**config.mk**
```make
export PLATFORM = sky130hd
export DESIGN_NAME = cross_bar_core
export DESIGN_NICKNAME = d
export VERILOG_FILES = /design/src/logic/xbar_pkg.sv /design/src/logic/cross_bar_core.sv /design/src/logic/xbar_bank_port.sv /design/src/logic/xbar_channel_buffer.sv /design/src/logic/xbar_rr_arbiter.sv
export SDC_FILE = /design/constraint.sdc
export NUM_CORES = 1
export LEC_CHECK = 0
export BUFFER_PORTS_ARGS = -buffer_cell sky130_fd_sc_hd__buf_2
export CORE_ASPECT_RATIO = 0.75
export CORE_MARGIN = 2
export CORE_UTILIZATION = 48
export DETAILED_ROUTE_END_ITERATION = 6
export PLACE_DENSITY = 0.71
export SYNTH_ARGS = -nofsm -noshare
export SYNTH_HDL_FRONTEND = slang
export SYNTH_SLANG_ARGS = --single-unit
```
**constraint.sdc**
```tcl
create_clock -name clk_i -period 5.7 [get_ports clk_i]
set_clock_uncertainty 0.05 [all_clocks]
set_input_delay 1.425 -clock clk_i [delete_from_list [all_inputs] [get_ports clk_i]]
set_output_delay 1.425 -clock clk_i [all_outputs]
set_load 0.1 [all_outputs]
```
**src/logic/xbar_pkg.sv**
```systemverilog
package xbar_pkg;

  // ----------------------------------------------------------------------
  // crossbar sizes
  // ----------------------------------------------------------------------
  localparam int NUM_CH       = 3;
  localparam int NUM_BANK     = 4;
  localparam int CH_ID_W      = 2;

  // request fields
  localparam int OP_W         = 2;
  localparam int ADDR_MSB     = 31;
  localparam int ADDR_LSB     = 4;
  localparam int DATA_W       = 32;

  // bank select sits in the low line address bits
  localparam int BANK_SEL_LSB = 4;
  localparam int BANK_SEL_W   = 2;

  // per channel buffer
  localparam int BUF_DEPTH    = 2;
  localparam int BUF_PTR_W    = $clog2(BUF_DEPTH);
  localparam int BUF_CNT_W    = $clog2(BUF_DEPTH + 1);

  // ----------------------------------------------------------------------
  // types
  // ----------------------------------------------------------------------
  typedef logic [NUM_CH-1:0] ch_vec_t;

  typedef struct packed {
    logic [OP_W-1:0]          op;
    logic [ADDR_MSB:ADDR_LSB] addr;
    logic [DATA_W-1:0]        data;
  } xbar_req_t;

  // what a bank sees, tagged with the source channel
  typedef struct packed {
    logic [CH_ID_W-1:0] ch_id;
    xbar_req_t          req;
  } xbar_bank_req_t;

endpackage

```
**src/logic/cross_bar_core.sv**
```systemverilog
`timescale 1ns/1ps

module cross_bar_core (
  input  logic                          clk_i,
  input  logic                          rst_n_i,
  // channel side
  input  xbar_pkg::ch_vec_t             ch_valid_i,
  input  xbar_pkg::xbar_req_t           ch_req_i [xbar_pkg::NUM_CH],
  output xbar_pkg::ch_vec_t             ch_allow_in_o,
  // bank side
  output logic [xbar_pkg::NUM_BANK-1:0] bank_valid_o,
  output xbar_pkg::xbar_bank_req_t      bank_req_o [xbar_pkg::NUM_BANK],
  input  logic [xbar_pkg::NUM_BANK-1:0] bank_allow_in_i
);

  import xbar_pkg::*;

  // channel-major
  logic [NUM_BANK-1:0] ch_want  [NUM_CH];
  wire  [NUM_BANK-1:0] ch_taken [NUM_CH];
  xbar_req_t           ch_head  [NUM_CH];
  // bank-major
  wire  ch_vec_t       bank_want  [NUM_BANK];
  ch_vec_t             bank_taken [NUM_BANK];

  // ----------------------------------------------------------------------
  // channel buffers
  // ----------------------------------------------------------------------
  for (genvar c = 0; c < NUM_CH; c++) begin : g_ch
    xbar_channel_buffer u_buffer (
      .clk_i       (clk_i),
      .rst_n_i     (rst_n_i),
      .valid_i     (ch_valid_i[c]),
      .allow_in_o  (ch_allow_in_o[c]),
      .req_i       (ch_req_i[c]),
      .taken_i     (ch_taken[c]),
      .bank_want_o (ch_want[c]),
      .head_o      (ch_head[c])
    );

    // swap want and taken between channel and bank order
    for (genvar b = 0; b < NUM_BANK; b++) begin : g_swap
      assign bank_want[b][c] = ch_want[c][b];
      assign ch_taken[c][b]  = bank_taken[b][c];
    end
  end

  // ----------------------------------------------------------------------
  // bank ports
  // ----------------------------------------------------------------------
  for (genvar b = 0; b < NUM_BANK; b++) begin : g_bank
    xbar_bank_port u_port (
      .clk_i      (clk_i),
      .rst_n_i    (rst_n_i),
      .want_i     (bank_want[b]),
      .head_i     (ch_head),
      .allow_in_i (bank_allow_in_i[b]),
      .valid_o    (bank_valid_o[b]),
      .req_o      (bank_req_o[b]),
      .taken_o    (bank_taken[b])
    );
  end

endmodule

```
**src/logic/xbar_bank_port.sv**
```systemverilog
`timescale 1ns/1ps

module xbar_bank_port (
  input  logic                     clk_i,
  input  logic                     rst_n_i,
  input  xbar_pkg::ch_vec_t        want_i,
  input  xbar_pkg::xbar_req_t      head_i [xbar_pkg::NUM_CH],
  input  logic                     allow_in_i,
  output logic                     valid_o,
  output xbar_pkg::xbar_bank_req_t req_o,
  output xbar_pkg::ch_vec_t        taken_o
);

  import xbar_pkg::*;

  ch_vec_t grant;
  logic    advance;

  // ----------------------------------------------------------------------
  // arbitration
  // ----------------------------------------------------------------------
  assign valid_o = |want_i;
  assign advance = valid_o & allow_in_i;

  xbar_rr_arbiter u_arbiter (
    .clk_i     (clk_i),
    .rst_n_i   (rst_n_i),
    .req_i     (want_i),
    .advance_i (advance),
    .grant_o   (grant)
  );

  // grant only counts as taken once the bank accepts
  assign taken_o = allow_in_i ? grant : '0;

  // ----------------------------------------------------------------------
  // payload mux
  // ----------------------------------------------------------------------
  always_comb begin
    req_o = '0;
    for (int c = 0; c < NUM_CH; c++) begin
      if (grant[c]) begin
        req_o.ch_id = CH_ID_W'(c);
        req_o.req   = head_i[c];
      end
    end
  end

endmodule

```
**src/logic/xbar_channel_buffer.sv**
```systemverilog
`timescale 1ns/1ps

module xbar_channel_buffer (
  input  logic                          clk_i,
  input  logic                          rst_n_i,
  input  logic                          valid_i,
  output logic                          allow_in_o,
  input  xbar_pkg::xbar_req_t           req_i,
  input  logic [xbar_pkg::NUM_BANK-1:0] taken_i,
  output logic [xbar_pkg::NUM_BANK-1:0] bank_want_o,
  output xbar_pkg::xbar_req_t           head_o
);

  import xbar_pkg::*;

  xbar_req_t              mem [BUF_DEPTH];
  logic [BUF_PTR_W-1:0]   wr_ptr;
  logic [BUF_PTR_W-1:0]   rd_ptr;
  logic [BUF_CNT_W-1:0]   count;
  logic                   push;
  logic                   pop;
  logic [BANK_SEL_W-1:0]  head_bank;

  // full check only, a same-cycle pop does not reopen the input
  assign allow_in_o = (count != BUF_CNT_W'(BUF_DEPTH));
  assign push       = valid_i & allow_in_o;
  // at most one bank can take the head
  assign pop        = |taken_i;

  // ----------------------------------------------------------------------
  // storage
  // ----------------------------------------------------------------------
  always_ff @(posedge clk_i) begin
    if (push) begin
      mem[wr_ptr] <= req_i;
    end
  end

  always_ff @(posedge clk_i) begin
    if (!rst_n_i) begin
      wr_ptr <= '0;
      rd_ptr <= '0;
      count  <= '0;
    end else begin
      if (push) begin
        wr_ptr <= (wr_ptr == BUF_PTR_W'(BUF_DEPTH - 1)) ? '0 : wr_ptr + 1'b1;
      end
      if (pop) begin
        rd_ptr <= (rd_ptr == BUF_PTR_W'(BUF_DEPTH - 1)) ? '0 : rd_ptr + 1'b1;
      end
      case ({push, pop})
        2'b10:   count <= count + 1'b1;
        2'b01:   count <= count - 1'b1;
        default: count <= count;
      endcase
    end
  end

  // ----------------------------------------------------------------------
  // head routing
  // ----------------------------------------------------------------------
  assign head_o    = mem[rd_ptr];
  assign head_bank = head_o.addr[BANK_SEL_LSB +: BANK_SEL_W];

  always_comb begin
    bank_want_o = '0;
    // nothing to offer when empty
    if (count != '0) begin
      bank_want_o[head_bank] = 1'b1;
    end
  end

endmodule

```
**src/logic/xbar_rr_arbiter.sv**
```systemverilog
`timescale 1ns/1ps

module xbar_rr_arbiter (
  input  logic              clk_i,
  input  logic              rst_n_i,
  input  xbar_pkg::ch_vec_t req_i,
  input  logic              advance_i,
  output xbar_pkg::ch_vec_t grant_o
);

  import xbar_pkg::*;

  logic [CH_ID_W-1:0] ptr;
  logic [CH_ID_W-1:0] grant_idx;
  logic [CH_ID_W:0]   cand;
  logic               found;

  // search from ptr upward, wrapping past the last channel
  always_comb begin
    grant_o   = '0;
    grant_idx = '0;
    found     = 1'b0;
    cand      = '0;
    for (int i = 0; i < NUM_CH; i++) begin
      cand = {1'b0, ptr} + (CH_ID_W + 1)'(i);
      if (cand >= (CH_ID_W + 1)'(NUM_CH)) begin
        cand = cand - (CH_ID_W + 1)'(NUM_CH);
      end
      if (!found && req_i[cand[CH_ID_W-1:0]]) begin
        found                       = 1'b1;
        grant_idx                   = cand[CH_ID_W-1:0];
        grant_o[cand[CH_ID_W-1:0]]  = 1'b1;
      end
    end
  end

  // ----------------------------------------------------------------------
  // priority pointer
  // ----------------------------------------------------------------------
  always_ff @(posedge clk_i) begin
    if (!rst_n_i) begin
      ptr <= '0;
    end else if (advance_i) begin
      // winner drops to lowest priority
      if (grant_idx == CH_ID_W'(NUM_CH - 1)) begin
        ptr <= '0;
      end else begin
        ptr <= grant_idx + 1'b1;
      end
    end
  end

endmodule
```
==> results of run 1 <==
==> kinds of logic (layout without fill, tap and decap cells) <==
logic type	after synthesis	count (layout)	share of synthesized area, %
other cells	0	18	0
buf+inv	181	599	3.80
mux	318	318	15.7
simple gates	294	294	6.41
xor+xnor	6	6	0.247
compound gates	541	543	18.1
flops	395	395	54.6
fa+ha+maj	19	19	1.12
==> flip-flops by register name, summed over array words and instances, names as in the netlist, named ones only <==
name and count:
g_ch.u_buffer.mem 372, g_ch.u_buffer.count 6, g_ch.u_buffer.rd_ptr 3, g_ch.u_buffer.wr_ptr 3, g_bank.u_port.u_arbiter.ptr 8
==> how the worst max path moves through the flow <==
stage / cells after the start / slack [ps] / to
after global placement: 9 / 610 / bank_req_o[83]
after global routing: 12 / -7 / bank_req_o[83]
after detailed placement: 11 / 590 / bank_req_o[189]
after floorplan: 10 / -20 / bank_req_o[67]
final: 10 / 70 / bank_req_o[211]
after CTS: 10 / 20 / bank_req_o[89]
==> through the flow <==
step / hold slack, ps / setup WS (ps) / std cells / util [%] / area, um2
2_1_floorplan: 402 / -22.4 / 1754 / - / 21300
5_1_grt: 461 / -6.51 / 2762 / 66.1 / 28800
6_report: 430 / 68.5 / 2770 / 66.1 / 28800
3_5_place_dp: 418 / 590 / 2675 / 62.6 / 27200
3_3_place_gp: 397 / 615 / 2675 / 62.6 / 27200
4_1_cts: 431 / 24.1 / 2748 / 65.6 / 28600
==> layout by cell type (no fill, tap or decap), drive strengths merged, types with 63 or more instances in the layout <==
cell type / instances
edfxtp: 372
nor2: 153
a211oi: 65
a221oi: 64
buf: 493
mux2i: 192
clkbuf: 67
a21oi: 210
a22oi: 63
mux2: 126
==> critical path, stage by stage (launching register included) <==
cell and delay (ps):
dfxtp_4 540, mux2_4 420, or4_4 570, o31a_1 270
o211a_1 230, o221a_4 260, nor3_4 200, buf_12 340
a22oi_2 80, mux2i_1 450, buf_12 240
==> cell type report <==
| class | count | area share [%] |
|---|---|---|
| flip-flops and latches | 395 | 40.5 |
| multi-input cells | 1180 | 31.7 |
| repair buffers | 506 | 20.4 |
| clock buffers | 54 | 4.02 |
| well taps | 578 | 2.51 |
| clock inverters | 19 | 0.556 |
| inverters | 20 | 0.261 |
| diodes | 18 | 0.157 |
==> per-layer routing <==
layer / up-vias / GRT usage (%) / share of wire, %
met5: - / 0 / 0.13
met4: 16 / 11.7 / 3.7
met3: 247 / 7.46 / 11
met2: 1313 / 49.2 / 46
met1: 8868 / 42.2 / 39
li1: 7785 / - / -
==> repair_timing <==
| action | 4_1_cts | 5_1_grt |
|---|---|---|
| buffers inserted | 0 | 2 |
| pin swaps | 0 | 3 |
| hold endpoints to repair | 0 | 0 |
| resized for setup | 1 | 31 |
| setup endpoints to repair | 1 | 120 |
| cloned | 0 | 2 |
==> impl_metrics.ini, run 1 <==
[status]
violations = DRC
status = complete, but fails checks

[critical_path]
startpoint_type = flip-flop
timing.rr.end = g_ch[2].u_buffer.count[1]$_SDFFE_PN0P_
worstSetupPathType = flip-flop to output port
path_max_fanout = 38
rrSetupSlack_ps = 1280
r2r_cells = 11
worst_setup_path_end_kind = output port
worstPathArrival_ps = 4160
worstPathRequired_ps = 4220

[placed_design]
place_hpwl_um = 50900
gp_congestion = 0.950
io_buffers = 457

[floorplan]
die-width_um = 247
initial_utilization_pct = 48.9
io_pins = 458
core_region_area_um2 = 43500
dieArea_um2 = 46100
num_rows = 66
die_y_um = 186

[synth]
syn_avg_cell_area_um2 = 12.1
synth_fp_nets = 1968
post-synth-top-count-cell = edfxtp_1
synth_top_area_cell = edfxtp_1
synth_edf_count = 372
synth_ff_type = edfxtp_1
syn_inst = 1754
ys_warn_count = 0
synth-async-reset-ratio_pct = 0
yosys-top-cells-area = edfxtp_1 (52%), mux2i_1 (9.0%), mux2_2 (6.6%), a21oi_1 (4.9%), nor2_1 (2.7%)
ys_ff_latch = 395
yosysSeqAreaShare_pct = 54.6
synth_area_um2 = 21300
ys_types = 69
netlist_top_cells_count = edfxtp_1 (372), a21oi_1 (210), mux2i_1 (191)
synth_top_area_share_pct = 52.5

[clock_network]
cts_inserted_buffers = 41
cts_tree = done
clockBufferDepth = 3
cts_num_sinks = 395
cts_hold_buf = 0
htreeDepth = 2
clock_latency_ps = 550
cts_root_buf = clkbuf_16
clkTransAtPathRegs_ps = 70

[worst_hold_path]
min_delay_path_depth = 2
min_from = g_ch[0].u_buffer.rd_ptr$_SDFFE_PN0N_
hp-class = flip-flop to flip-flop

[sta]
hold_viol_final = 0
final.setup.tns_ps = 0
post-route-period-util_pct = 98.8
max_freq_ghz = 0.178
worst_pin_slew_ps = 1190
drv_slew = 0
relSlewSlack_pct = 20.7
period_needed_ps = 5630
setup-violations-final = 0

[detailed_routing]
routed_wl_um = 75700
via_per_inst = 6.58
firstDrtPassIters = 7
postRouteAntennaNets = 0
routedWlPerCell_um = 27.3
drc = 9
dr.first_iter.drc_count = 2115
routed-via-count = 18200

[finish]
fin_nets = 2358
multiInputGateArea_um2 = 9110
regArea_um2 = 11600
fill_cells = 3052
drive_gt1_share_pct = 35.1
area_growth_pct = 35.2

[global_routing]
grt_max_degree = 72
grt_pass1_wl_um = 111000
first_global_vias = 17800
overflow = 0
grt_antenna_before_repair = 20
grt.total_usage_pct = 31.3

[run]
maxCapViolations = 0
Power of run 1 is not shown: default switching activity piles up to over one toggle a cycle in this logic, so the estimate is an artifact.
==> run 2: changes to the inputs <==
- PLACE_DENSITY: 0.71 -> 0.7
- SYNTH_HIERARCHICAL: unset -> 1
==> run 2 against run 1 <==
Compared with the run above: the run now ends clean; register-to-register slack hardly changed; global-route usage fell by 1.1 points; critical path depth is the same; final cell count increased by 13%; critical endpoint is now bank_req_o[13]; highest routed layer unchanged.
==> impl_metrics.ini, run 2 <==
[floorplan]
initial_utilization_pct = 48.4
io_pins = 458
num_rows = 71
dieArea_um2 = 52300
die-width_um = 263
die_y_um = 199
core_region_area_um2 = 50000

[detailed_routing]
dr.first_iter.drc_count = 2323
drc = 0
postRouteAntennaNets = 0
firstDrtPassIters = 5
routed_wl_um = 82400
routed-via-count = 19200
via_per_inst = 6.12
routedWlPerCell_um = 26.3

[clock_network]
cts_tree = done
cts_root_buf = clkbuf_16
clockBufferDepth = 3
htreeDepth = 2
cts_num_sinks = 395
clock_latency_ps = 570
cts_inserted_buffers = 43
cts_hold_buf = 0
clkTransAtPathRegs_ps = 60

[synth]
yosys-top-cells-area = edfxtp_1 (46%), a21oi_2 (11%), mux2_2 (8.4%), nand3b_1 (8.0%), nor2b_1 (6.8%)
ys_ff_latch = 395
synth_top_area_cell = edfxtp_1
synth_fp_nets = 2259
syn_avg_cell_area_um2 = 11.8
ys_warn_count = 6
synth-async-reset-ratio_pct = 0
yosysSeqAreaShare_pct = 48.0
post-synth-top-count-cell = edfxtp_1
netlist_top_cells_count = edfxtp_1 (372), a21oi_2 (312), nor2b_1 (262)
synth_edf_count = 372
synth_area_um2 = 24200
synth_top_area_share_pct = 46.1
syn_inst = 2045
synth_ff_type = edfxtp_1
ys_types = 69

[finish]
layout_common_cells = edfxtp_1 (372), a21oi_2 (358), nor2b_1 (262), nand3b_1 (259), buf_12 (258)
fin_nets = 2643
area_growth_pct = 32.3
regArea_um2 = 11600
final_common_cell = edfxtp_1
fill_cells = 3711
final_util_pct = 64.1
reg_top3 = g_ch.u_buffer/mem: 372 flops, g_bank.u_port/u_arbiter/ptr: 8 flops, g_ch.u_buffer/count: 6 flops
multiInputGateArea_um2 = 11500
top_register = g_ch.u_buffer/mem
drive_gt1_share_pct = 47.2
largest_reg_flops = 372

[global_routing]
grt_antenna_before_repair = 27
overflow = 0
grt_max_degree = 79
grt.total_usage_pct = 30.2
first_global_vias = 19200
grt_pass1_wl_um = 120000

[placed_design]
place_hpwl_um = 53700
post-place-ws_ps = 552
io_buffers = 457
gp_congestion = 0.895

[critical_path]
crit_slowest_cell = nor3_1
startpoint_type = flip-flop
path_buf_inv = 2
path_max_fanout = 49
crit_chain = mux2i_1, nor3_1, nor4bb_1, a31oi_1, o22a_1, o21ai_4, buf_12, a21oi_1, a21oi_1, buf_12
worstPathArrival_ps = 4090
worstPathRequired_ps = 4220
worstSetupPathType = flip-flop to output port
worst_setup_path_end_kind = output port
critPathTopFamily = compound AO/OA/AOI/OAI gates
critPathMaxStageDelay_ps = 620

[status]
status = complete, no violations

[sta]
rsz0062_at_grt = true
setup-violations-final = 0
max_freq_ghz = 0.180
post-route-period-util_pct = 97.5
relSlewSlack_pct = 18.8
drv_slew = 0
hold_viol_final = 0
worst_pin_slew_ps = 1220
holdWs_ps = 459
finalWorstSetupSlack_ps = 140
period_needed_ps = 5560

[worst_hold_path]
hp-class = flip-flop to flip-flop

[run]
maxCapViolations = 0
[run 2: kinds of logic (layout without fill, tap and decap cells)]
kind of cell	after synthesis	in the layout	share of synthesized area, %
buffers and inverters	198	614	5.98
and+or+nand+nor	647	647	17.8
other	0	16	0
AOI/OAI and AO/OA	583	583	17.9
muxes	197	197	9.11
xor gates and xnor gates	6	6	0.217
adders and majority gates	19	19	0.982
DFF	395	395	48.0
[run 2: worst paths after layout]
kind	slack [ps]	to	startpoint	depth (start not counted)
hold reg to reg	460	g_bank[3].u_port/u_arbiter/ptr[1]$_SDFFE_PN0P_	g_bank[3].u_port/u_arbiter/ptr[1]$_SDFFE_PN0P_	2
setup reg to reg	1270	g_ch[0].u_buffer/count[1]$_SDFFE_PN0P_	flip-flop	15
setup / recovery	140	bank_req_o[13]	flip-flop	10
hold / removal	460	g_bank[3].u_port/u_arbiter/ptr[1]$_SDFFE_PN0P_	g_bank[3].u_port/u_arbiter/ptr[1]$_SDFFE_PN0P_	2
[run 2: timing repair]
| action | in CTS | in global routing |
|---|---|---|
| pin swaps | 1 | 1 |
| cloned | 0 | 1 |
| gates resized for setup | 0 | 12 |
| setup buffers | 3 | 5 |
| endpoints found under the setup margin | 24 | 137 |
[run 2: layout make-up]
type,instances,share of cell area (%)
sequential,395,36.3
clock buffer,56,3.58
multi-input combinational,1452,35.8
inverter,26,0.316
antenna,16,0.125
tap,657,2.57
timing repair buffer,511,20.5
clock inverter,21,0.761
[run 2: per-layer routing]
layer	global-route usage [%]	wire, um
met5	0	150
met4	12.1	2740
met3	6.15	7420
met2	48.9	38900
met1	40.1	33200
[run 2: stage by stage]
stage                     std cells  TNS [ps]  instance area [um2]
after CTS                      3112         0                31900
after floorplan                2045         0                24400
after detailed placement       3032         0                30500
after global routing           3130      -233                32000
after global placement         3032         0                30500
final                          3134         0                32000
[run 2: worst reg2reg max path: cells and delay by family (launching register included)]
family / cells / cell delay [ps]
compound gates: 5 / 1030
fa+ha+maj: 1 / 350
buf+inv: 2 / 400
flops: 1 / 370
mux: 2 / 550
simple gates: 5 / 1610
Power of run 2 is left out for the same reason.
